===== src/bridge_defs.svh =====
// bridge widths and reset timing, included by every rtl file and package of the host bridge
`ifndef BRIDGE_DEFS_SVH
`define BRIDGE_DEFS_SVH

// host bus halfword
`define BRIDGE_HALF_WIDTH 8

// ram word holds two bus halfwords
`define BRIDGE_WORD_WIDTH (2 * `BRIDGE_HALF_WIDTH)

// one address phase carries the whole word address
`define BRIDGE_ADDR_WIDTH `BRIDGE_HALF_WIDTH

// clock50 cycles the bridge stays quiet after reset falls
`define BRIDGE_RESET_STRETCH 16

`endif

===== src/mem_pkg.sv =====
// memory side types, the word address and the word seen as ram data or as bus halfwords
`include "bridge_defs.svh"

package mem_pkg;

	typedef logic [`BRIDGE_ADDR_WIDTH-1:0] addr_t;

	// same 16 bits, either as stored in the ram or as the two halves the host moves
	typedef union packed {
		logic [`BRIDGE_WORD_WIDTH-1:0] word;
		struct packed {
			logic [`BRIDGE_HALF_WIDTH-1:0] high; // sent first
			logic [`BRIDGE_HALF_WIDTH-1:0] low;
		} half;
	} word_u;

endpackage


===== src/halfword_assembler.sv =====
// builds a ram word from the two written halfwords and issues the write after the low half
`include "bridge_defs.svh"

module halfword_assembler import mem_pkg::*; (
	input  logic clock50,
	input  logic reset,
	input  logic load_high,
	input  logic load_low,
	input  logic [`BRIDGE_HALF_WIDTH-1:0] bus_in,
	output logic wr_en,
	output word_u wr_word
);

	// payload halves, overwritten by the next transfer
	always_ff @(posedge clock50) begin
		if (load_high) begin
			wr_word.half.high <= bus_in;
		end
		if (load_low) begin
			wr_word.half.low <= bus_in;
		end
	end

	always_ff @(posedge clock50) begin
		if (reset) begin
			wr_en <= 1'b0;
		end else begin
			wr_en <= load_low; // word is complete one cycle later
		end
	end

	// every write needs a fresh handshake in front of it
	single_write: assert property (@(posedge clock50) disable iff (reset)
		wr_en |=> !wr_en);

endmodule


===== config.mk =====
export PLATFORM = sky130hd
export DESIGN_NAME = halfword_assembler
export DESIGN_NICKNAME = d
export VERILOG_FILES = /design/src/mem_pkg.sv /design/src/halfword_assembler.sv
export VERILOG_INCLUDE_DIRS = /design/src
export SDC_FILE = /design/constraint.sdc
export NUM_CORES = 1
export LEC_CHECK = 0
export BUFFER_PORTS_ARGS = -buffer_cell sky130_fd_sc_hd__buf_2
export CORE_MARGIN = 2
export CORE_UTILIZATION = 36
export CTS_CLUSTER_DIAMETER = 40
export DETAILED_ROUTE_END_ITERATION = 7
export HOLD_SLACK_MARGIN = 0.06
export PLACE_DENSITY = 0.7
export SYNTH_ARGS = -nofsm -noshare
export SYNTH_HDL_FRONTEND = slang
export SYNTH_SLANG_ARGS = --single-unit

===== constraint.sdc =====
create_clock -name clock50 -period 0.8 [get_ports clock50]
set_input_delay 0.08 -clock clock50 [delete_from_list [all_inputs] [get_ports clock50]]
set_output_delay 0.08 -clock clock50 [all_outputs]
set_load 0.1 [all_outputs]

==> results.tsv <==
stage	metric	value	unit
status	status	complete, but fails checks	
status	violations	setup timing	
final_layout	final_nets	72	
logic_synthesis	syn_nets	30	
drt	drtIter0Drc	6	
clock_network	cts_buffers	3	
worst_setup_path	crit_type	reg2out	
clock_network	postCtsSetupRepairBufs	0	
grt	grt_max_degree	11	
power_and_ir_drop	comb_power_share	35.4	%
logic_synthesis	ys_types	3	
timing	tightest_slew	0.205	ns
final_layout	layout.cells.non_filler	74	
power_and_ir_drop	power_frac_seq	46.2	%
logic_synthesis	synth_top_area_share	93.4	%
drt	antenna_left	0	
clock_network	post_cts_resized	0	
clock_network	root_buffer	clkbuf_4	
grt	grt_pass1_vias	365	
drt	drc	0	
power_and_ir_drop	power_density	2290	nW/µm²
worst_setup_path	path_max_fanout	1	
logic_synthesis	ys.flop_type	edfxtp_1	
timing	rsz0062_at_grt	true	
clock_network	cts.sinks	17	
min_path	worstHoldEndpoint	wr_en	
logic_synthesis	syn_area_per_cell	28.6	µm²
drt	vias_per_cell	4.32	
timing	worst_slack	-0.208	ns
drt	wirelength	1080	µm
place	placed_cell_area	930	µm²
timing	slew_headroom	86.3	%
grt	antenna_found_initial	0	
grt	grt_pass1_wl	1660	µm
floorplanning	core	1320	µm²
timing	fmax	992	MHz
timing	fin_crit_sh	126	%
logic_synthesis	yosysWarnings	0	
timing	finalHoldViolCount	0	
logic_synthesis	synth_area_leaders	edfxtp_1 (93%), dfxtp_1 (3.9%), nor2b_4 (2.7%)	
timing	finalSetupViolCount	17	
logic_synthesis	syn_inst	18	
floorplanning	dieArea	1750	µm²
worst_setup_path	max_stage_delay	0.45	ns
floorplanning	rows	13	
worst_setup_path	worstSetupEndpointType	output port	
floorplanning	start_util	39.0	%
clock_network	clkTransAtPathRegs	0.10	ns
worst_setup_path	cp_cell_sequence	buf_12	
logic_synthesis	synthTopCellsByCount	edfxtp_1 (16), dfxtp_1 (1), nor2b_4 (1)	
logic_synthesis	synth_enable_flop_cells	16	
logic_synthesis	yosys_register_bits	17	
worst_setup_path	startpoint	wr_word[7]	
clock_network	tritoncts	done	
worst_setup_path	cp.arrival	0.93	ns
clock_network	clk_path_buf_depth	2	
worst_setup_path	crit_family	flip-flops	
final_layout	num_antenna_cells	0	
drt	drtPass1Iterations	4	
place	dp.cells	61	
worst_setup_path	path_buf_inv	1	
clock_network	htree_levels	1	
place	portBuffers	28	
worst_setup_path	required	0.72	ns
worst_setup_path	start_kind	flip-flop	
timing	fin_crit	1.01	ns
power_and_ir_drop	clockPowerShare	18.4	%
final_layout	drive_gt1_share	57.6	%
floorplanning	die_w	41.8	µm
min_path	hold_depth	2	
place	place.gp.congestion	0.634	
power_and_ir_drop	power_switching_share	35.9	%
drt	wl_per_cell	14.6	µm
power_and_ir_drop	total_leakage_power	0.000430	µW
min_path	hold_path_class	in2reg	
final_layout	syn2layout_area_growth	104	%
job	max_cap_violations	0	
logic_synthesis	synth.most_common_cell	edfxtp_1	
place	dp_worst_setup_slack	0.113	ns
min_path	hp-start	load_low	
power_and_ir_drop	internal_power	1540	µW
grt	gr-usage-all-layers	14.2	%
final_layout	fin_area	1050	µm²
timing	timing.setup.tns	-2.99	ns
floorplanning	io_pins	29	
logic_synthesis	ys_seq_area_share	97.3	%
logic_synthesis	ys_async_sr_fraction	0	%
power_and_ir_drop	ir_drop	1.54	mV
logic_synthesis	syn-cell-area	514	µm²
worst_setup_path	crit_path_top_delay_cell	edfxtp_1	
drt	vias	320	
floorplanning	die_h	41.8	µm
logic_synthesis	synth_top_area_cell	edfxtp_1	
grt	grt_overflow	0	
timing	drv_slew	0	
final_layout	postLayoutCoreUtil	79.5	%
power_and_ir_drop	switching_power	860	µW
==> what timing repair did <==
action | in CTS | in global routing
endpoints found under the hold margin | 17 | 0
hold buffers | 9 | 0
cloned | 0 | 0
endpoints found under the setup margin | 17 | 17
==> final cells by class <==
| type | count | area [µm²] |
|---|---|---|
| Sequential cell | 17 | 502 |
| Multi-Input combinational cell | 1 | 13.8 |
| Clock buffer | 3 | 22.5 |
| Fill cell | 64 | 270 |
| Timing Repair Buffer | 37 | 485 |
| Tap cell | 15 | 18.8 |
| Clock inverter | 1 | 5.00 |
==> per-stage QoR <==
step,total power (µW),hold WS (ns)
global placement,1930,0.258
finish,2400,0.135
floorplan,1590,0.137
detailed placement,1940,0.261
CTS,2410,0.129
global route,2480,0.125
==> worst max path at each step <==
| stage | to | depth (start not counted) |
|---|---|---|
| floorplan | wr_word[0] | 0 |
| global placement | wr_word[1] | 1 |
| detailed placement | wr_word[7] | 1 |
| CTS | wr_word[7] | 1 |
| global route | wr_word[7] | 1 |
| finish | wr_word[7] | 1 |
==> state kept, by name, summed over array words and instances (netlist names) <==
register and count:
wr_word 16, wr_en 1
==> layer usage <==
layer  share of wire (%)  routed length (µm)  up-vias  global-route usage [%]
met5                   0                   0        -                       0
met4                   0                   0        0                    7.74
met3                 5.3                  57        0                    5.22
met2                  63                 685       18                    27.5
met1                  31                 341      151                    11.9
li1                    -                   -      151                       -
==> logic make-up after synthesis <==
logic type / synth area share (%)
AND/OR/NAND/NOR: 2.68
flip-flops: 97.3
==> power groups by stage <==
stage | clock [µW] | sequential [µW] | combinational [µW]
floorplan | 0 | 1580 | 4.42
global placement | 0 | 1120 | 810
detailed placement | 0 | 1130 | 815
CTS | 453 | 1110 | 848
global route | 505 | 1110 | 861
finish | 441 | 1110 | 847
==> placed cells by master, fill, tap and decap left out <==
cell type      Yosys  routed
buf_12             0      17
buf_2              0      11
clkbuf_4           0       3
clkinv_2           0       1
dfxtp_2            0       1
dlygate4sd3_1      0       9
edfxtp_1          16      16
nor2b_4            1       1
No activity file was read; power rests on OpenSTA's default activity.
