$ cat config.mk
export PLATFORM = sky130hd
export DESIGN_NAME = readback_serializer
export DESIGN_NICKNAME = d
export VERILOG_FILES = /design/src/mem_pkg.sv /design/src/bus_pkg.sv /design/src/readback_serializer.sv
export VERILOG_INCLUDE_DIRS = /design/src
export SDC_FILE = /design/constraint.sdc
export NUM_CORES = 1
export LEC_CHECK = 0
export BUFFER_PORTS_ARGS = -buffer_cell sky130_fd_sc_hd__buf_2
export CAP_MARGIN = 0
export CORE_MARGIN = 1.5
export CORE_UTILIZATION = 48
export CTS_BUF_LIST = sky130_fd_sc_hd__clkbuf_2
export CTS_CLUSTER_DIAMETER = 50
export DETAILED_ROUTE_END_ITERATION = 6
export PLACE_DENSITY = 0.8
export SYNTH_ARGS = -nofsm -noshare
export SYNTH_HDL_FRONTEND = slang
export SYNTH_SLANG_ARGS = --single-unit
$ cat constraint.sdc
create_clock -name clock50 -period 1.62 [get_ports clock50]
set_input_delay 0.324 -clock clock50 [delete_from_list [all_inputs] [get_ports clock50]]
set_output_delay 0.324 -clock clock50 [all_outputs]
set_load 0.02 [all_outputs]
$ cat src/bridge_defs.svh
// bridge widths and reset timing, included by every rtl file and package of the host bridge
`ifndef BRIDGE_DEFS_SVH
`define BRIDGE_DEFS_SVH

// host bus halfword
`define BRIDGE_HALF_WIDTH 8

// ram word holds two bus halfwords
`define BRIDGE_WORD_WIDTH (2 * `BRIDGE_HALF_WIDTH)

// one address phase carries the whole word address
`define BRIDGE_ADDR_WIDTH `BRIDGE_HALF_WIDTH

// clock50 cycles the bridge stays quiet after reset falls
`define BRIDGE_RESET_STRETCH 16

`endif
$ cat src/mem_pkg.sv
// memory side types, the word address and the word seen as ram data or as bus halfwords
`include "bridge_defs.svh"

package mem_pkg;

	typedef logic [`BRIDGE_ADDR_WIDTH-1:0] addr_t;

	// same 16 bits, either as stored in the ram or as the two halves the host moves
	typedef union packed {
		logic [`BRIDGE_WORD_WIDTH-1:0] word;
		struct packed {
			logic [`BRIDGE_HALF_WIDTH-1:0] high; // sent first
			logic [`BRIDGE_HALF_WIDTH-1:0] low;
		} half;
	} word_u;

endpackage

$ cat src/bus_pkg.sv
// host bus types shared by the protocol control and the readback path
`include "bridge_defs.svh"

package bus_pkg;

	// one transfer on the 8-bit host bus
	typedef logic [`BRIDGE_HALF_WIDTH-1:0] half_t;

	// what the current handshake asks the bridge to do
	typedef enum logic [2:0] {
		phase_idle       = 3'd0, // no transfer started this cycle
		phase_address    = 3'd1,
		phase_write_high = 3'd2, // first half of a word
		phase_write_low  = 3'd3,
		phase_read_high  = 3'd4,
		phase_read_low   = 3'd5
	} phase_t;

endpackage

$ cat src/readback_serializer.sv
// latches the ram word for a read and puts its halves on the host bus, high half first
`include "bridge_defs.svh"

module readback_serializer import bus_pkg::*, mem_pkg::*; (
	input  logic clock50,
	input  logic reset,
	input  logic read_capture,
	input  logic read_select_low,
	input  logic read_active,
	input  word_u rd_word,
	output half_t bus_out,
	output logic bus_drive
);
	word_u word_q;
	word_u source;
	logic low_q;
	logic show_low;

	always_ff @(posedge clock50) begin
		if (read_capture) begin
			word_q <= rd_word;
		end
	end

	always_ff @(posedge clock50) begin
		if (reset) begin
			low_q <= 1'b0;
			bus_drive <= 1'b0;
		end else begin
			bus_drive <= read_active; // lines up with ack
			if (read_capture) begin
				low_q <= 1'b0;
			end else if (read_select_low) begin
				low_q <= 1'b1;
			end
		end
	end

	// forward the ram output during the capture cycle so the bus is valid with ack
	assign source = read_capture ? rd_word : word_q;
	assign show_low = read_select_low | (low_q & ~read_capture);
	assign bus_out = show_low ? source.half.low : source.half.high;

	// a half is only presented while the pad is turned around
	read_driven: assert property (@(posedge clock50) disable iff (reset)
		(read_capture || read_select_low) |-> bus_drive);

endmodule

==> results of run 1 <==
[synth_stat cells]
cell / instances
a21oi_4: 1
nor3_1: 1
nor2_1: 1
mux2_4: 9
buf_6: 1
dfxtp_1: 18
mux2_2: 15
buf_12: 1
inv_1: 1
nor2b_1: 1
[through the flow]
stage	power [mW]	util, %	cell area, um2	setup WS [ps]	cells
floorplan	0.656	-	731	105	49
global placement	0.725	67.6	923	-94.5	94
detailed placement	0.730	67.6	923	-104	94
CTS	0.972	74.9	1020	-133	98
global route	1.02	74.9	1020	-160	98
finish	0.968	74.9	1020	-91.3	98
[cell usage in the layout, fill, tap and decap left out]
| cell | n |
|---|---|
| dfxtp_2 | 1 |
| inv_1 | 1 |
| dfxtp_1 | 17 |
| nor2_1 | 1 |
| nor2b_1 | 1 |
| clkbuf_2 | 3 |
| mux2_2 | 7 |
| a21oi_4 | 1 |
| mux2_4 | 17 |
| buf_12 | 3 |
| buf_2 | 21 |
| clkinv_1 | 1 |
| buf_6 | 8 |
| nor3_1 | 1 |
[layer usage]
metal,up-vias,GRT usage [%],wire length (um)
li1,238,-,-
met1,207,23.8,599
met2,20,28.4,665
met3,2,3.88,91
met4,0,7.50,11
met5,-,0,0
[registers in the layout (all words and copies together) (netlist names)]
name       flops
low_q          1
word_q        16
bus_drive      1
[area by class of cell]
cell class                      count  area, um2  area share, %
Timing Repair Buffer               32        255           24.9
Tap cell                           15       18.8           1.83
Multi-Input combinational cell     28        365           35.7
Clock buffer                        3       15.0           1.47
Sequential cell                    18        362           35.3
Clock inverter                      1       3.75          0.367
Inverter                            1       3.75          0.367
[power groups by stage]
stage / sequential (mW) / combinational [mW] / clock (mW)
after floorplan: 0.507 / 0.150 / 0
after global placement: 0.507 / 0.219 / 0
after detailed placement: 0.509 / 0.221 / 0
after CTS: 0.500 / 0.281 / 0.191
after global routing: 0.505 / 0.299 / 0.214
final: 0.500 / 0.282 / 0.187
[worst max-delay path, delay by kind of cell (launching register included)]
kind | cells | cell delay (ps)
DFF | 1 | 370
muxes | 1 | 300
buffers and inverters | 2 | 280
AOI/OAI and AO/OA | 1 | 140
[kinds of logic (layout without fill, tap and decap cells)]
logic type / count (synthesis) / in the layout
AOI/OAI and AO/OA: 1 / 1
and+or+nand+nor: 3 / 3
DFF: 18 / 18
muxes: 24 / 24
buffers and inverters: 3 / 37
[worst max path at each step]
| stage | from | to | slack, ps | cells after the start |
|---|---|---|---|---|
| CTS | low_q | bus_out[1] | -130 | 4 |
| global placement | read_capture | bus_out[1] | -90 | 5 |
| detailed placement | read_capture | bus_out[5] | -100 | 5 |
| finish | low_q | bus_out[5] | -90 | 4 |
| global route | low_q | bus_out[0] | -160 | 4 |
| floorplan | read_capture | bus_out[4] | 110 | 4 |
[timing repair]
item                       CTS  global route
gates resized for setup     25             0
pin swaps                    1             1
setup endpoints to repair    8             8
hold endpoints to repair     0             0
setup buffers                0             0
==> impl_results.md, run 1 <==
* Setup-violating endpoint count in the final report at 8
* Initial Utilization at approximately 53%
* R2r startpoint: word_q[13]
* Post-synthesis sequential area ratio at about half
* Crit. End Element: output pin
* NetSw at between 200 and 300 uW
* Violated checks: setup timing
* DR pass1 iterations at 3
* Post-CTS Hold Buffers at 0
* RSZ-0062 raised after global routing: yes
* Hold path endpoint: low_q
* First-pass GRT wire length at 2.34 mm
* Synthesized area at about 730 um2
* Syn_nets at 70
* Post-synth top area cell: dfxtp_1
* Post-synthesis mux area share at 41.6%
* Min-delay src: reset
* Period utilization at 106%
* Reg clk slew, reported paths at ~170 ps
* Reg2Reg Setup Slack at between 900 and 1000 ps
* Post-Synth XOR/XNOR Area at 0%
* Worst path slowest cell: dfxtp_2
* Initial antenna violation count at 0
* Clock insertion delay at the later pin of the skew report at around 290 ps
* Peak fanout along the critical path at 8
* Routed wire length at approximately 1.4 mm
* Setup_tns at -719 ps
* Ant diodes at 0
* Nets at 105
* Vias at 467
* #FFs+latches synth at 18
* Crit Path Class: flip-flop to output pin
* DRC at 0
* Sequential power share at between 50% and 60%
* Clock root cell: clkbuf_2
* Vias in the first global route at 479
* Synth Area in Adders at 0%
* Leak at 0.506 nW
* Core area at 0.00137 mm2
* WHS at between 150 and 200 ps
* H-tree levels at 1
* GRT Util Overall at ~18%
* Port Buffers at 29
* FILL cells at 112
* Syn avg cell area at roughly 15 um2
* Hpwl dp at a little under 900 um
* Die ar. at roughly 0.0018 mm2
* Routability cong. at approximately 0.63
* Top Ports at 30
* Synth Area in Compound Gates at 2.23%
* Clock sink count at 18
* Crit path DAT at 1390 ps
* Worst-margin pin slew at 174 ps
* TritonCTS buffer count at 3
* Startpoint types: flip-flop
* GRT Residual Overflow at 0
* Iter 0 DRT Violations at 2
* Clock tree buffer depth at 2
* Post-synth cell types at 10
* Switching Share at between 20% and 30%
* Clock share of power at between 15 and 20%
* Ranking of synthesized cells by area: dfxtp_1 49%, mux2_2 23%, mux2_4 18%
* Detail Route Antenna Nets at 0
* Syn Inst Count at 49
* Critical Path, Cell by Cell: a21oi_4 > buf_12 > mux2_4 > buf_6
* Internal cell power at 713 uW
* Fin. max-slew vios at 0
* Comb power frac at slightly below 30%
* Via density at 4.77
* Wire length per cell at between 10 and 15 um
* Pin count of the biggest net entering global routing at 11
* VDD IR-drop max at ~0.00050 V
* Minimum clock period at roughly 1700 ps
* Worst hold path type: input port to flip-flop
* Vert. Die Dim at 42.0 um
* Rel. slew slack at about 90%
* CTS tree: built
* Share of post-route cells with drive strength above 1 at between 70% and 80%
* Data required, critical path at ~1300 ps
* Final setup margin at -91.3 ps
* Largest family of logic cells by synthesized area: multiplexers
* Chip Width at 42.0 um
* Max-cap viol count at 0
* Fin. Hold Viols at 0
* Outcome: finished, violations left
* # rows at 13
* Synth top area share at between 40% and 50%
* Max Clk Rate at 584 MHz
* Post-Synth Simple-Gate Area at approximately 2.1%
* Yosys warns at 0
* CP max stage delay at about 370 ps
* Worst reg2reg path endpoint: word_q[13]
* Area grow syn2layout at 40.1%
* Worst reg2reg path depth at 1
* Hold path depth at 2
* Pwr dens at between 900 and 1000 mW/mm2
* Clock skew at 0 ps
No activity file was read; power rests on OpenSTA's default activity.
==> inputs of run 2 (changes only) <==
--- a/config.mk
+++ b/config.mk
@@ -14,6 +14,8 @@
 export CTS_CLUSTER_DIAMETER = 50
 export DETAILED_ROUTE_END_ITERATION = 6
 export PLACE_DENSITY = 0.8
+export SKIP_CTS_REPAIR_TIMING = 1
 export SYNTH_ARGS = -nofsm -noshare
 export SYNTH_HDL_FRONTEND = slang
 export SYNTH_SLANG_ARGS = --single-unit
+export TNS_END_PERCENT = 10
==> run 2 against run 1 <==
  * Sequential share of layout area unchanged
  * Critical path type unchanged
  * Critical endpoint unchanged
  * Clock power about the same
  * Clock skew unchanged
  * The run still ends with setup timing left
  * Sequential power about the same
  * Design area stayed put
==> impl_results.md, run 2 (synthesized netlist as in run 1, its figures left out) <==
* RSZ-0062 raised after global routing: yes
* DRC at 0
* VDD IR-drop max at ~0.00050 V
* Vias in the first global route at approximately 460
* Routability cong. at 0.632
* Final setup margin at -116 ps
* Largest registers: word_q x16, bus_drive x1, low_q x1
* Commonest non-fill, non-tap cells in the layout: 21 x buf_2, 17 x mux2_4, 17 x dfxtp_1
* Worst hold path type: input port to flip-flop
* Register Area at ~360 um2
* Data required, critical path at between 1000 and 1500 ps
* Hpwl dp at about 870 um
* GRT Residual Overflow at 0
* Rel. slew slack at between 80% and 90%
* Via density at 4.78
* CTS tree: built
* Inst Count DP at 94
* Setup-violating endpoint count in the final report at 8
* Period utilization at 107%
* Clock insertion delay at the later pin of the skew report at 290 ps
* FILL cells at 112
* Reg clk slew, reported paths at 170 ps
* Clock tree buffer depth at 2
* Clock root cell: clkbuf_2
* Max reg flops at 16
* GRT Util Overall at between 10% and 20%
* Die ar. at between 0.0015 and 0.002 mm2
* Post-route insts no fill at 98
* # rows at 13
* Iter 0 DRT Violations at 1
* Initial Utilization at around 53%
* Vert. Die Dim at roughly 42 um
* DR pass1 iterations at 3
* Share of post-route cells with drive strength above 1 at roughly 73%
* Port Buffers at 29
* First-pass GRT wire length at just over 2 mm
* Pwr dens at 945 mW/mm2
* Worst-margin pin slew at 174 ps
* Detail Route Antenna Nets at 0
* Vias at ~470
* Fin. Hold Viols at 0
* Outcome: finished, violations left
* Clock skew at 0 ps
* Clock sink count at 18
* TritonCTS buffer count at 3
* Violated checks: setup timing
* Pin count of the biggest net entering global routing at 11
* Initial antenna violation count at 0
* Design area at roughly 0.0010 mm2
* Crit path DAT at approximately 1400 ps
* Routed wire length at ~1.4 mm
* Top Ports at 30
* Wire length per cell at between 10 and 15 um
* Setup_tns at -916 ps
* Leak at between 0.5 and 0.6 nW
* Top reg by flops: word_q
* Area post-placement at ~920 um2
* H-tree levels at 1
* Ant diodes at 0
* Nets at 105
* Area of the multi-input gates at roughly 370 um2
* Commonest non-fill, non-tap cell in the layout: buf_2
* Crit. End Element: output pin
* Chip Width at about 42 um
* Minimum clock period at 1740 ps
* Crit Path Class: flip-flop to output pin
* Fin. max-slew vios at 0
* Core area at 0.00137 mm2
* Area grow syn2layout at 40.1%
* Post-layout total power at approximately 970 uW
* Max-cap viol count at 0
* Peak fanout along the critical path at 8
* Startpoint types: flip-flop
* Max Clk Rate at just under 600 MHz
-- run 2: final timing paths --
check / start / endpoint / slack, ps / cells past startpoint
worst min register to register: word_q[0] / word_q[0] / 490 / 1
worst max-delay path: low_q / bus_out[5] / -120 / 4
worst max register to register: word_q[13] / word_q[13] / 910 / 1
worst min-delay path: reset / low_q / 170 / 2
-- run 2: layout make-up --
class | instances | area share (%)
clock buffers | 3 | 1.47
flip-flops and latches | 18 | 35.3
well taps | 15 | 1.83
repair buffers | 32 | 24.9
inverters | 1 | 0.367
multi-input cells | 28 | 35.7
clock inverters | 1 | 0.367
-- run 2: report_power, final --
part	internal (mW)	leakage (nW)	switching, mW	total, mW
registers	0.487	0.152	0.0126	0.500
logic	0.173	0.340	0.109	0.282
clock network	0.0537	0.0140	0.131	0.185
total	0.713	0.506	0.253	0.967
-- run 2: stage by stage --
step / hold slack (ps) / worst slack [ps] / util [%]
6_report: 174 / -116 / 74.9
5_1_grt: 157 / -184 / 74.9
4_1_cts: 167 / -157 / 69.0
3_5_place_dp: 456 / -104 / 67.6
3_3_place_gp: 454 / -94.5 / 67.6
2_1_floorplan: 396 / 105 / -
-- run 2: worst max-delay path, cell delays in order, from the launching register on --
cell     delay (ps)
dfxtp_2         370
a21oi_4         160
buf_12          150
mux2_4          300
buf_6           130
-- run 2: layer usage --
metal	wire [um]	vias up	share of wire (%)	track usage, %
met5	0	-	0	0
met4	11	0	0.81	7.50
met3	91	2	6.7	3.88
met2	667	20	49	23.8
met1	590	208	43	19.2
li1	-	238	-	-
==> inputs of run 3 (changes only) <==
--- a/config.mk
+++ b/config.mk
@@ -8,11 +8,11 @@
 export LEC_CHECK = 0
 export BUFFER_PORTS_ARGS = -buffer_cell sky130_fd_sc_hd__buf_2
 export CAP_MARGIN = 0
-export CORE_MARGIN = 1.5
 export CORE_UTILIZATION = 48
 export CTS_BUF_LIST = sky130_fd_sc_hd__clkbuf_2
 export CTS_CLUSTER_DIAMETER = 50
 export DETAILED_ROUTE_END_ITERATION = 6
+export GPL_TIMING_DRIVEN = 0
 export PLACE_DENSITY = 0.8
 export SKIP_CTS_REPAIR_TIMING = 1
 export SYNTH_ARGS = -nofsm -noshare
==> run 3 against run 2 <==
  * The run still ends with setup timing left
  * Clock skew did not move
  * Die area fell by 4.7%
  * Highest routed layer is now met3
  * Core utilization fell by 0.12 points
  * Clock power barely moved
  * Clock-buffer cell count did not move
  * Largest cell class unchanged
  * Via count rose by 3.6%
  * Sequential cell count did not move
  * Largest power group unchanged
  * Critical path depth did not move
  * Global-route usage rose by 0.92 points
==> impl_results.md, run 3 (synthesized netlist as in run 1, its figures left out) <==
* Outcome: finished, violations left
* Violated checks: setup timing
* Peak fanout along the critical path at 8
* Wire length per cell at 12.8 um
* VDD IR-drop max at between 0.0005 and 0.0006 V
* Design area at about 0.001 mm2
* # rows at 13
* CTS tree: built
* Max-cap viol count at 0
* Fin. Hold Viols at 0
* Clock sink count at 18
* Clock insertion delay at the later pin of the skew report at between 200 and 300 ps
* Inst Count DP at just over 90
* Port Buffers at 28
* Top Ports at 30
* Area of the multi-input gates at ~370 um2
* First-pass GRT wire length at 1.73 mm
* WHS at 189 ps
* Die ar. at 0.00168 mm2
* Post-route insts no fill at 97
* Minimum clock period at between 1500 and 2000 ps
* Routed wire length at 1.24 mm
* Max reg flops at 16
* Reg clk slew, reported paths at between 150 and 200 ps
* Chip Width at between 40 and 50 um
* Area grow syn2layout at 38.2%
* Pin count of the biggest net entering global routing at 11
* Clock root cell: clkbuf_2
* Vert. Die Dim at roughly 41 um
* Crit path DAT at around 1400 ps
* Ant diodes at 0
* Top reg by flops: word_q
* RSZ-0062 raised after global routing: yes
* Routability cong. at 0.590
* CP max stage delay at between 300 and 400 ps
* Vias in the first global route at 422
* Commonest non-fill, non-tap cell in the layout: buf_2
* Clock tree buffer depth at 2
* Share of post-route cells with drive strength above 1 at roughly 73%
* Fin. max-slew vios at 0
* Worst-margin pin slew at 172 ps
* GRT Util Overall at ~16%
* DR pass1 iterations at 2
* Pwr dens at 952 mW/mm2
* H-tree levels at 1
* Nets at 104
* Data required, critical path at 1300 ps
* Worst path slowest cell: dfxtp_2
* Via density at 5.00
* Register Area at roughly 360 um2
* Crit Path Class: flip-flop to output pin
* Largest registers: word_q x16, bus_drive x1, low_q x1
* Commonest non-fill, non-tap cells in the layout: 20 x buf_2, 17 x mux2_4, 17 x dfxtp_1
* Rel. slew slack at about nine tenths
* Worst hold path type: input port to flip-flop
* Vias at slightly below 500
* Initial antenna violation count at 0
* FILL cells at 96
* DRC at 0
* Iter 0 DRT Violations at 3
* Final setup margin at -106 ps
* Core area at roughly 0.0014 mm2
* Initial Utilization at between 50% and 60%
* Area post-placement at 890 um2
* GRT Residual Overflow at 0
* Startpoint types: flip-flop
* Critical Path, Cell by Cell: a21oi_4 > buf_12 > mux2_4 > buf_6
* Clock skew at 0 ps
* Detail Route Antenna Nets at 0
* Leak at about 0.50 nW
* Post-layout util at between 70% and 80%
* TritonCTS buffer count at 3
* Setup-violating endpoint count in the final report at 8
* Period utilization at 107%
* Max Clk Rate at roughly 580 MHz
* Crit. End Element: output pin
-- run 3: cell types whose count changed in the layout (fill, tap and decap cells not counted), sizes merged --
| cell | before | now |
|---|---|---|
| buf | 32 | 31 |
-- run 3: path summary, 6_finish.rpt --
check,slack [ps],end,depth (start not counted),start
hold / removal,190,low_q,2,reset
hold reg to reg,490,word_q[2],1,word_q[2]
setup reg to reg,910,word_q[3],1,word_q[3]
setup / recovery,-110,bus_out[6],4,low_q
-- run 3: where the power goes --
| part | total [mW] | switching (mW) | leakage (nW) | internal (mW) |
|---|---|---|---|---|
| Combinational | 0.275 | 0.106 | 0.333 | 0.169 |
| Clock | 0.186 | 0.133 | 0.0140 | 0.0537 |
| Sequential | 0.500 | 0.0128 | 0.152 | 0.487 |
-- run 3: stage by stage --
step / power [mW] / setup slack (ps) / TNS [ps]
2_1_floorplan: 0.656 / 105 / 0
3_5_place_dp: 0.721 / -80.3 / -588
5_1_grt: 1.01 / -156 / -1220
4_1_cts: 0.903 / -189 / -1470
6_report: 0.962 / -106 / -823
3_3_place_gp: 0.713 / -74.9 / -580
-- run 3: critical path: cells and delay by family (launching register included) --
family,cells,cell delay (ps)
AOI/OAI and AO/OA,1,170
buffers and inverters,2,280
DFF,1,370
muxes,1,300
-- run 3: cell type report --
| type | instances | share of cell area, % |
|---|---|---|
| Multi-Input combinational cell | 28 | 36.2 |
| Clock inverter | 1 | 0.372 |
| Tap cell | 15 | 1.86 |
| Inverter | 1 | 0.372 |
| Buffer | 2 | 3.10 |
| Timing Repair Buffer | 29 | 20.8 |
| Sequential cell | 18 | 35.8 |
| Clock buffer | 3 | 1.49 |
-- run 3: per-layer routing --
| metal | vias to the layer above | share of wire [%] | global-route usage, % |
|---|---|---|---|
| li1 | 239 | - | - |
| met1 | 227 | 44 | 20.3 |
| met2 | 19 | 48 | 26.6 |
| met3 | 0 | 8.0 | 3.80 |
| met4 | 0 | 0 | 5.00 |
| met5 | - | 0 | 0 |
