<file path="config.mk">
export PLATFORM = sky130hd
export DESIGN_NAME = bus_protocol_ctrl
export DESIGN_NICKNAME = d
export VERILOG_FILES = /design/src/bus_pkg.sv /design/src/bus_protocol_ctrl.sv
export VERILOG_INCLUDE_DIRS = /design/src
export SDC_FILE = /design/constraint.sdc
export NUM_CORES = 1
export LEC_CHECK = 0
export ABC_CLOCK_PERIOD_IN_PS = 3550
export CORE_MARGIN = 4
export CORE_UTILIZATION = 48
export DETAILED_ROUTE_END_ITERATION = 12
export DONT_BUFFER_PORTS = 1
export HOLD_SLACK_MARGIN = 0.1
export PLACE_DENSITY = 0.67
export SKIP_CTS_REPAIR_TIMING = 1
export SKIP_LAST_GASP = 1
export SYNTH_ARGS = -nofsm -noshare
export SYNTH_HDL_FRONTEND = slang
export SYNTH_SLANG_ARGS = --single-unit
</file>
<file path="constraint.sdc">
create_clock -name clock50 -period 3.55 [get_ports clock50]
set_input_delay 0.71 -clock clock50 [delete_from_list [all_inputs] [get_ports clock50]]
set_output_delay 0.71 -clock clock50 [all_outputs]
set_load 0.02 [all_outputs]
</file>
<file path="src/bridge_defs.svh">
// bridge widths and reset timing, included by every rtl file and package of the host bridge
`ifndef BRIDGE_DEFS_SVH
`define BRIDGE_DEFS_SVH

// host bus halfword
`define BRIDGE_HALF_WIDTH 8

// ram word holds two bus halfwords
`define BRIDGE_WORD_WIDTH (2 * `BRIDGE_HALF_WIDTH)

// one address phase carries the whole word address
`define BRIDGE_ADDR_WIDTH `BRIDGE_HALF_WIDTH

// clock50 cycles the bridge stays quiet after reset falls
`define BRIDGE_RESET_STRETCH 16

`endif
</file>
<file path="src/bus_pkg.sv">
// host bus types shared by the protocol control and the readback path
`include "bridge_defs.svh"

package bus_pkg;

	// one transfer on the 8-bit host bus
	typedef logic [`BRIDGE_HALF_WIDTH-1:0] half_t;

	// what the current handshake asks the bridge to do
	typedef enum logic [2:0] {
		phase_idle       = 3'd0, // no transfer started this cycle
		phase_address    = 3'd1,
		phase_write_high = 3'd2, // first half of a word
		phase_write_low  = 3'd3,
		phase_read_high  = 3'd4,
		phase_read_low   = 3'd5
	} phase_t;

endpackage

</file>
<file path="src/bus_protocol_ctrl.sv">
// host handshake control, holds off after reset, answers enable with ack and strobes the datapath
`include "bridge_defs.svh"

module bus_protocol_ctrl import bus_pkg::*; (
	input  logic clock50,
	input  logic reset,
	input  logic read,            // 0 write, 1 read
	input  logic register_select, // 0 address, 1 data
	input  logic enable,
	output logic ack,
	output logic addr_load,
	output logic addr_step,
	output logic load_high,
	output logic load_low,
	output logic read_capture,
	output logic read_select_low,
	output logic read_active
);
	localparam int stretch_bits = $clog2(`BRIDGE_RESET_STRETCH + 1);

	logic [stretch_bits-1:0] stretch_count;
	logic held;        // still inside the reset stretch
	logic half_flag;   // set once the high half of a word has moved
	logic last_read;   // direction of the previous data transfer
	logic [2:0] step_delay;
	logic step_busy;
	logic ack_next;
	logic start;
	logic same_dir;
	logic low_done;
	phase_t phase;

	// reset stretch counter
	always_ff @(posedge clock50) begin
		if (reset) begin
			stretch_count <= '0;
			held <= 1'b1;
		end else if (held) begin
			stretch_count <= stretch_count + 1'b1;
			if (stretch_count == stretch_bits'(`BRIDGE_RESET_STRETCH - 1)) begin
				held <= 1'b0;
			end
		end
	end

	// a new handshake waits while a pointer step is still settling into the ram read
	assign step_busy = step_delay[1] | step_delay[2];
	assign ack_next = ~held & enable & (ack | ~step_busy);
	assign start = ack_next & ~ack; // first cycle enable is seen
	assign read_active = ack_next & read;

	// a change of direction starts a fresh word
	assign same_dir = half_flag & (last_read == read);

	always_comb begin
		phase = phase_idle;
		if (start) begin
			if (!register_select) begin
				phase = phase_address;
			end else if (read) begin
				phase = same_dir ? phase_read_low : phase_read_high;
			end else begin
				phase = same_dir ? phase_write_low : phase_write_high;
			end
		end
	end

	assign low_done = (phase == phase_write_low) || (phase == phase_read_low);

	always_ff @(posedge clock50) begin
		if (reset) begin
			ack <= 1'b0;
			half_flag <= 1'b0;
			last_read <= 1'b0;
			step_delay <= '0;
			addr_load <= 1'b0;
			load_high <= 1'b0;
			load_low <= 1'b0;
			read_capture <= 1'b0;
			read_select_low <= 1'b0;
		end else begin
			ack <= ack_next;
			// step lands two cycles after the low half, behind the ram write
			step_delay <= {step_delay[1:0], low_done};
			addr_load <= (phase == phase_address);
			load_high <= (phase == phase_write_high);
			load_low <= (phase == phase_write_low);
			read_capture <= (phase == phase_read_high);
			read_select_low <= (phase == phase_read_low);
			if (phase == phase_address) begin
				half_flag <= 1'b0;
			end else if (phase != phase_idle) begin
				half_flag <= ~same_dir; // toggles within one direction
				last_read <= read;
			end
		end
	end

	assign addr_step = step_delay[2];

	// a capture only reads the ram once the pointer has settled
	read_settled: assert property (@(posedge clock50) disable iff (reset)
		read_capture |-> !$past(addr_step));

	// the datapath only ever gets one action per cycle, pointer step included
	one_strobe: assert property (@(posedge clock50) disable iff (reset)
		$onehot0({addr_load, addr_step, load_high, load_low, read_capture, read_select_low}));

endmodule

</file>
==> results of run 1 <==
state kept, by name, indices dropped and copies added (netlist names):
register,cells
ack,1
addr_load,1
half_flag,1
held,1
last_read,1
load_high,1
load_low,1
read_capture,1
read_select_low,1
step_delay,3
stretch_count,5
through the flow:
| stage | hold slack [ns] | area, um^2 | total power [mW] | worst slack [ns] | utilization, % |
|---|---|---|---|---|---|
| after floorplan | 0.414 | 656 | 0.209 | 1.59 | - |
| after global placement | 0.426 | 659 | 0.208 | 1.53 | 50.7 |
| after detailed placement | 0.438 | 659 | 0.209 | 1.51 | 50.7 |
| after CTS | 0.459 | 687 | 0.311 | 1.34 | 52.8 |
| after global routing | 0.443 | 687 | 0.326 | 1.24 | 52.8 |
| final | 0.454 | 687 | 0.307 | 1.38 | 52.8 |
metal layers:
| metal | wire length, um | global-route usage (%) |
|---|---|---|
| met1 | 510 | 16.2 |
| met2 | 442 | 18.6 |
| met3 | 90 | 6.37 |
| met4 | 14 | 10.5 |
| met5 | 0 | 0 |
power by group:
| group | leakage (nW) | internal, mW | switching, mW |
|---|---|---|---|
| logic | 0.109 | 0.00438 | 0.00406 |
| clock network | 0.0177 | 0.0418 | 0.0601 |
| registers | 0.138 | 0.194 | 0.00250 |
final cells by class:
class                   instances  share of cell area [%]
clock buffers                   3                    3.28
clock inverters                 1                   0.729
inverters                       5                    2.73
multi-input cells              42                    41.0
flip-flops and latches         17                    49.5
well taps                      15                    2.73
worst max-delay path, delay by kind of cell, from the launching register on:
kind	cells	cell delay, ns
AO/OA/AOI/OAI	1	0.11
flip-flops	1	0.43
AND/OR/NAND/NOR	2	0.63
path summary, 6_finish.rpt:
kind,cells after the start,slack (ns),endpoint,from
min,1,0.45,step_delay[1]$_SDFF_PP0_,step_delay[0]$_SDFF_PP0_
max,3,1.38,read_active,held$_SDFF_PP1_
min reg2reg,1,0.45,step_delay[1]$_SDFF_PP0_,step_delay[0]$_SDFF_PP0_
max reg2reg,3,2.27,load_high$_SDFF_PP0_,step_delay[2]$_SDFF_PP0_
cells in the final DEF, fill, tap and decap left out, drive strengths merged:
cell type / synthesis / layout
a211oi: 3 / 3
a21o: 2 / 2
a21oi: 2 / 2
a31o: 1 / 1
and2b: 1 / 1
and3: 1 / 1
clkbuf: 1 / 3
clkinv: 0 / 1
dfxtp: 17 / 17
ha: 2 / 2
inv: 5 / 5
mux2i: 1 / 1
nand2: 2 / 2
nand3: 1 / 1
nand4: 3 / 3
nor2: 10 / 10
nor2b: 2 / 2
nor3: 4 / 4
nor3b: 1 / 1
o2111ai: 1 / 1
o21ai: 1 / 1
xnor2: 1 / 1
xor2: 3 / 3
kinds of logic (layout without fill, tap and decap cells):
| kind of cell | count (synthesis) | count (layout) |
|---|---|---|
| buffers and inverters | 7 | 9 |
| AOI/OAI and AO/OA | 10 | 10 |
| xor gates and xnor gates | 4 | 4 |
| DFF | 17 | 17 |
| and+or+nand+nor | 25 | 25 |
| muxes | 1 | 1 |
| adders and majority gates | 2 | 2 |
==> impl_results.md, run 1 <==
- TritonCTS Sinks: 17
- Slew margin rel.: 73.0%
- Die extent in x: around 45 um
- Final Cycle Share: between 60% and 70%
- Fraction of layout cells with a size suffix above 1: around an eighth
- Netlist cell types: 24
- Drt drc: 0
- Synth-to-layout area growth: 4.77%
- Layout fillers: between 100 and 150
- CP Launch Type: register
- First-pass GRT wire length: 1910 um
- Cell Chain, Critical Path: and2b_2 -> o21ai_0 -> nor2_1
- Asr flop ratio synth: 0%
- Seq cells post-synth: 17
- Fin. max-slew vios: 0
- Clk slew on worst S/H paths: around 0.1 ns
- Synth area leader: dfxtp_1
- Xor-xnor portion of the synthesized cell area: 5.34%
- Avg WL per Cell: approximately 13 um
- Slowest-stage cell, CP: dfxtp_1
- Final setup viols: 0
- Status: finished, final reports clean
- Post-Route WL: 1060 um
- Final-stage net count: 76
- PD cells: roughly 450 nW/um^2
- Cells after Synth: between 60 and 70
- Worst Hold Class: register to register
- Largest net degree at the start of global routing: 13
- Crit. End Element: primary output
- TritonRoute pass-1 iters: 4
- Syn Area/Cell: ~10 um^2
- Cell Count Post-Placement: 79
- GRT overflow: 0
- Post-Syn Nets: 73
- Reg area: between 300 and 400 um^2
- Initial antenna violation count: 0
- Worst Skew: approximately 0.0063 ns
- Leakage: 0.264 nW
- 1st-iter DRT viols: 1
- Ranking of synthesized cells by area: dfxtp_1, nor2_1, xor2_1
- CTS buffer count: 3
- I/O Buffers: 0
- Root Buffer: clkbuf_4
- Core area: 1300 um^2
- Synth Area in Adders: approximately 3.8%
- Deepest clock path buffer count: 2
- Tmin final: roughly 2.2 ns
- Ys Warns: 0
- Worst slew pin tran: roughly 0.40 ns
- Top-count cell post-synth: dfxtp_1
- Post-synth EDFFs: 0
- CTS H-tree depth: 1
- Final Hold Vio Count: 0
- Vias in the first global route: roughly 420
- VDD IR max: 0.000212 V
- Vias: 439
- RSZ-0062 raised after global routing: false
- Area of the multi-input gates: between 200 and 300 um^2
- Fmax: 461 MHz
- Max-Cap Viols: 0
- DP HPWL: roughly 800 um
- Synth Area in Simple Gates: between 20% and 30%
- Multiplexer area fraction after synthesis: 1.53%
- Seq/Total Area, Yosys: 51.9%
- Worst-skew pair later-pin latency: a little under 0.3 ns
- Crit path DAT: around 1.5 ns
- GPL Wtd Cong: 0.746
- Total GRT Usage: between 10 and 15%
- Post-synth top flop: dfxtp_1
- Die H: ~45 um
- Crit-path max cell delay: around 0.43 ns
- Setup_tns: 0 ns
- # rows: 13
- Synth Cell Area: 656 um^2
- Routed Antenna Nets: 0
- Peak fanout along the critical path: 9
- I/O Pins: 13
- Non-Filler Instances: 83
- Yosys top cell area share: between 50% and 60%
- Most frequent cells after synthesis: dfxtp_1, nor2_1, inv_1
- Kind of critical path: register to primary output
- Via density: 5.29
- Starting Density: about half
- Ant diodes: 0
- Largest family of logic cells by synthesized area: simple AND/OR/NAND/NOR gates
- CTS tree: yes
- Die ar.: ~2000 um^2
- Post-synthesis compound-gate area fraction: a little over a tenth
- CP required: 2.84 ns
Power figures use the tool's default switching activity.
==> run 2, diff against run 1 <==
- ABC_CLOCK_PERIOD_IN_PS: 3550 -> 2000
- clock period: 3.55 -> 2 ns (I/O delays scaled with it)
==> run 2 against run 1 <==
First-iteration DRC count rose to 14 times the previous value. Register-to-register slack worse by 1.6 ns. Setup slack worse by 1.3 ns. Critical path type unchanged. Highest routed layer unchanged.
==> impl_results.md, run 2 (synthesis results as in run 1) <==
- Crit. End Element: primary output
- Most frequent cells in the layout: dfxtp_1, nor2_1, inv_1
- Die ar.: 2020 um^2 (unchanged)
- Final Hold Vio Count: 0 (unchanged)
- Tmin final: between 1.5 and 2 ns
- CTS buffer count: 3 (unchanged)
- Pint: 428 uW (+78%)
- Largest net degree at the start of global routing: 13 (unchanged)
- Biggest regs: stretch_count x5, step_delay x3
- Via density: 5.22 (-1.4%)
- Vias: 433 (-1.4%)
- GPL Wtd Cong: 0.730 (-2.1%)
- Worst-skew pair later-pin latency: 0.30 ns (about the same)
- Core area: 1300 um^2 (unchanged)
- Total power: 547 uW (+78%)
- Die H: 45.0 um (unchanged)
- Ant diodes: 0 (unchanged)
- Initial antenna violation count: 0 (unchanged)
- Switch share: 21.8% (about the same)
- PD cells: 793 nW/um^2 (+78%)
- Most common cell after layout, fill and taps aside: dfxtp_1
- TritonRoute pass-1 iters: 4 (unchanged)
- Largest register FFs: 5 (unchanged)
- CTS tree: yes
- Routed Antenna Nets: 0 (unchanged)
- Cell Chain, Critical Path: and2b_2 -> o21ai_0 -> nor2_1
- Clock group share of total power: 33.6% (+0.3 points)
- Crit path DAT: 1.47 ns (about the same)
- Final setup viols: 0 (unchanged)
- TritonCTS Sinks: 17 (unchanged)
- Drt drc: 0 (unchanged)
- Fraction of layout cells with a size suffix above 1: 13.2% (unchanged)
- I/O Buffers: 0 (unchanged)
- Fmax: 535 MHz
- Post-Route WL: 993 um (-6.1%)
- Vias in the first global route: 396 (-6.4%)
- Final Cycle Share: 93.5%
- CP required: 1.60 ns (-1.24 ns)
- Peak fanout along the critical path: 9 (unchanged)
- Slowest-stage cell, CP: dfxtp_1
- Combinational share of power: 2.7% (about the same)
- Avg WL per Cell: 12.0 um (-6.1%)
- Crit-path max cell delay: 0.43 ns (about the same)
- Die extent in x: 45.0 um (unchanged)
- Kind of critical path: register to primary output
- Deepest clock path buffer count: 2 (unchanged)
- DP HPWL: 731 um (-8.7%)
- CTS H-tree depth: 1 (unchanged)
- I/O Pins: 13 (unchanged)
- VDD IR max: 0.000596 V (+180%)
- Worst Skew: 0.0123 ns (+0.00603 ns)
- Worst Hold Class: primary input to register
- Largest Register: stretch_count
- Starting Density: 50.4% (unchanged)
- Leakage: 0.261 nW (-1.4%)
- Slew margin rel.: 69.8% (-3.2 points)
- First-pass GRT wire length: 1680 um (-12%)
- RSZ-0062 raised after global routing: false
- Fin. max-slew vios: 0 (unchanged)
- Synth-to-layout area growth: 5.15%
- GRT overflow: 0 (unchanged)
- P_sw: 119 uW (+78%)
- Setup_tns: 0 ns (unchanged)
- # rows: 13 (unchanged)
- Total GRT Usage: 12.5% (-1.1 points)
- Root Buffer: clkbuf_4
- Final-stage net count: 76 (unchanged)
- Layout fillers: 122 (-8.3%)
- Clk slew on worst S/H paths: 0.10 ns (about the same)
- Worst slew pin tran: 0.449 ns (+0.0466 ns)
- Status: finished, final reports clean
- 1st-iter DRT viols: 14 (+13)
- Sequential share of power: 63.7% (-0.3 points)
- Max-Cap Viols: 0 (unchanged)
- CP Launch Type: register
## run 2: power groups by stage
| stage | clock network, mW | logic [mW] | registers, mW |
|---|---|---|---|
| detailed placement | 0 | 0.0147 | 0.356 |
| global route | 0.213 | 0.0173 | 0.349 |
| global placement | 0 | 0.0147 | 0.356 |
| CTS | 0.195 | 0.0149 | 0.348 |
| floorplan | 0 | 0.0154 | 0.355 |
| finish | 0.184 | 0.0148 | 0.348 |
## run 2: per-stage QoR
step	utilization [%]	std cells	worst slack (ns)	hold WS, ns	cell area [um^2]
CTS	53.0	83	0.106	0.139	689
finish	53.0	83	0.130	0.153	689
global placement	50.7	79	0.491	0.421	659
detailed placement	50.7	79	0.459	0.434	659
global route	53.0	83	0.00937	0.116	689
floorplan	-	66	0.571	0.414	656
## run 2: worst max-delay path: cells and delay by family (launching register included)
kind / cells / cell delay, ns
simple gates: 2 / 0.63
compound gates: 1 / 0.11
flops: 1 / 0.43
## run 2: worst paths after layout
check	from	endpoint	slack, ns	cells after the start
max	held$_SDFF_PP1_	read_active	0.13	3
min	reset	half_flag$_SDFFE_PP0P_	0.15	1
max reg2reg	step_delay[2]$_SDFF_PP0_	read_select_low$_SDFF_PP0_	0.69	3
min reg2reg	step_delay[0]$_SDFF_PP0_	step_delay[1]$_SDFF_PP0_	0.45	1
## run 2: layout make-up
class | count | area [um^2] | share of cell area, %
clock buffers | 3 | 22.5 | 3.27
clock inverters | 1 | 7.51 | 1.09
inverters | 5 | 18.8 | 2.72
multi-input cells | 42 | 282 | 40.8
flip-flops and latches | 17 | 340 | 49.4
well taps | 15 | 18.8 | 2.72
## run 2: metal layers
layer | global-route usage (%) | routed length [um] | up-vias
li1 | - | - | 229
met1 | 13.5 | 455 | 185
met2 | 15.0 | 373 | 17
met3 | 10.4 | 137 | 2
met4 | 10.5 | 27 | 0
met5 | 0 | 0 | -
==> run 3, diff against run 2 <==
- ABC_CLOCK_PERIOD_IN_PS: 2000 -> 1600
- PLACE_DENSITY: 0.67 -> 0.69
- SETUP_SLACK_MARGIN: unset -> 0.5
- clock period: 2 -> 1.6 ns (I/O delays scaled with it)
==> run 3 against run 2 <==
Utilization rose by 13 points. First-iteration DRC count fell by 36%. Routed wire length rose by 38%. Via count rose by 18%. Count of clock-buffer cells in the layout rose by 1. Sequential power rose by 24%. Sequential cell count did not move. Clock power rose by 21%. Total power rose by 27%. Critical path depth did not move. Highest routed layer unchanged. Largest power group unchanged.
==> impl_results.md, run 3 (synthesis results as in run 1) <==
- Largest register FFs: 5 (unchanged)
- I/O Pins: 13 (unchanged)
- R2R Path Start: stretch_count[1]$_SDFFE_PP0P_
- Switch share: 21.7% (-0.066 points)
- CTS tree: yes
- Clock group share of total power: 32.0% (-1.6 points)
- Vias: 509 (+18%)
- I/O Buffers: 0 (unchanged)
- PD cells: 806 nW/um^2 (+1.7%)
- Initial antenna violation count: 0 (unchanged)
- Fraction of layout cells with a size suffix above 1: 39.0% (+26 points)
- VDD IR max: 0.000545 V (-8.6%)
- Worst Skew: 0.000715 ns (-0.0116 ns)
- GRT overflow: 0 (unchanged)
- CTS buffer count: 3 (unchanged)
- RR Endpoint: stretch_count[4]$_SDFFE_PP0P_
- Crit-path max cell delay: 0.38 ns (-0.05 ns)
- Peak fanout along the critical path: 8 (-1)
- Post-Route WL: 1380 um (+38%)
- Worst-skew pair later-pin latency: 0.29 ns (about the same)
- Cell Chain, Critical Path: and2b_2 -> o21ai_4 -> nor2_4
- Setup WS pre-CTS: 0.287 ns (-0.172 ns)
- Tmin final: about 1.5 ns
- CTS H-tree depth: 1 (unchanged)
- Worst slew pin tran: 0.408 ns (-0.0415 ns)
- Final-stage net count: 85 (+12%)
- FF-to-FF path depth: 4 (+1)
- Buffers & Inverters on Critical Path: 0 (unchanged)
- Starting Density: 50.4% (unchanged)
- Final Worst Setup Slack: 0.123 ns (-0.00683 ns)
- HP Start: read
- Delay-heaviest family, CP: simple AND/OR/NAND/NOR gates
- Via density: 5.53 (+6.1%)
- Leakage: 0.314 nW (+20%)
- TritonRoute pass-1 iters: 4 (unchanged)
- Deepest clock path buffer count: 2 (unchanged)
- Cell Count Post-Placement: 79 (unchanged)
- Worst Hold Class: primary input to register
- Die ar.: 2020 um^2 (unchanged)
- Routed Antenna Nets: 0 (unchanged)
- Clk slew on worst S/H paths: 0.09 ns (about the same)
- Total GRT Usage: 12.6% (+0.15 points)
- Kind of critical path: register to primary output
- Most common cell after layout, fill and taps aside: dfxtp_1
- Final Cycle Share: 92.3%
- Area of the multi-input gates: 363 um^2 (+29%)
- Hold Crit Depth: 2 (+1)
- FF-to-FF setup slack: 0.44 ns (-0.25 ns)
- Final Hold Vio Count: 0 (unchanged)
- Core Util, Final: 66.2% (+13 points)
- DP HPWL: 803 um (+9.9%)
- Core area: 1300 um^2 (unchanged)
- 1st-iter DRT viols: 9 (-5)
- Hold path endpoint: last_read$_SDFFE_PP0P_
- P_sw: 151 uW (+27%)
- Drt drc: 0 (unchanged)
- Crit. End Element: primary output
- Largest Register: stretch_count
- Total power: 694 uW (+27%)
- CP required: 1.28 ns (-0.32 ns)
- GPL Wtd Cong: 0.727 (-0.41%)
- Layout fillers: 103 (-16%)
- TritonCTS Sinks: 17 (unchanged)
- Fin. max-slew vios: 0 (unchanged)
- Vias in the first global route: 417 (+5.3%)
- Die extent in x: 45.0 um (unchanged)
- Root Buffer: clkbuf_4
- First-pass GRT wire length: 1790 um (+6.6%)
- Slew margin rel.: 72.7% (+2.9 points)
- Status: finished, final reports clean
- Synth-to-layout area growth: 31.3%
- Reg area: 357 um^2 (+4.8%)
- Slowest-stage cell, CP: dfxtp_4
- Most frequent cells in the layout: dfxtp_1, nor2_1, buf_4
- Combinational share of power: 5.6% (+2.9 points)
- Setup_tns: 0 ns (unchanged)
- Pint: 543 uW (+27%)
- Biggest regs: stretch_count x5, step_delay x3
- Ant diodes: 0 (unchanged)
- Die H: 45.0 um (unchanged)
- CP Launch Type: register
- # rows: 13 (unchanged)
- Avg WL per Cell: 14.9 um (+25%)
- Fmax: around 680 MHz
- RSZ-0062 raised after global routing: true
- Crit path DAT: 1.16 ns (-0.31 ns)
- Non-Filler Instances: 92 (+11%)
- Max-Cap Viols: 0 (unchanged)
- Largest net degree at the start of global routing: 13 (unchanged)
- Final setup viols: 0 (unchanged)
- Sequential share of power: 62.4% (-1.3 points)
[run 3: cell types whose count changed in the layout (fill, tap and decap cells not counted), moves of 4 or more]
cell,change
buf_4,+5
dfxtp_1,-5
dfxtp_4,+4
dlygate4sd3_1,+4
[run 3: metrics by stage]
stage	hold slack, ns	area, um^2
2_1_floorplan	0.392	672
3_3_place_gp	0.387	676
3_5_place_dp	0.390	676
4_1_cts	0.0685	702
5_1_grt	0.161	861
6_report	0.167	861
[run 3: power groups by stage]
| stage | Clock, mW | Sequential [mW] | Combinational [mW] |
|---|---|---|---|
| 2_1_floorplan | 0 | 0.445 | 0.0202 |
| 3_3_place_gp | 0 | 0.446 | 0.0193 |
| 3_5_place_dp | 0 | 0.446 | 0.0200 |
| 4_1_cts | 0.232 | 0.436 | 0.0202 |
| 5_1_grt | 0.249 | 0.434 | 0.0432 |
| 6_report | 0.222 | 0.433 | 0.0389 |
[run 3: layout make-up]
cell class | instances | share of cell area, %
multi-input cells | 42 | 42.2
flip-flops and latches | 17 | 41.4
repair buffers | 9 | 9.01
clock buffers | 4 | 3.05
inverters | 5 | 2.18
well taps | 15 | 2.18
[run 3: metal layers]
metal  vias to the layer above  part of all wire (%)  wire [um]  global-route usage (%)
met5                         -                     0          0                       0
met4                         0                   2.1         29                    5.26
met3                         5                    10        143                    7.97
met2                        19                    50        681                    18.1
met1                       236                    38        520                    15.0
li1                        249                     -          -                       -
[run 3: worst max path at each step]
stage | startpoint | to | slack (ns) | cells past startpoint
after global placement | held$_SDFF_PP1_ | read_active | 0.32 | 3
after floorplan | held$_SDFF_PP1_ | read_active | 0.39 | 4
final | held$_SDFF_PP1_ | read_active | 0.12 | 3
after global routing | held$_SDFF_PP1_ | read_active | 0.07 | 3
after CTS | held$_SDFF_PP1_ | read_active | -0.05 | 3
after detailed placement | held$_SDFF_PP1_ | read_active | 0.29 | 3
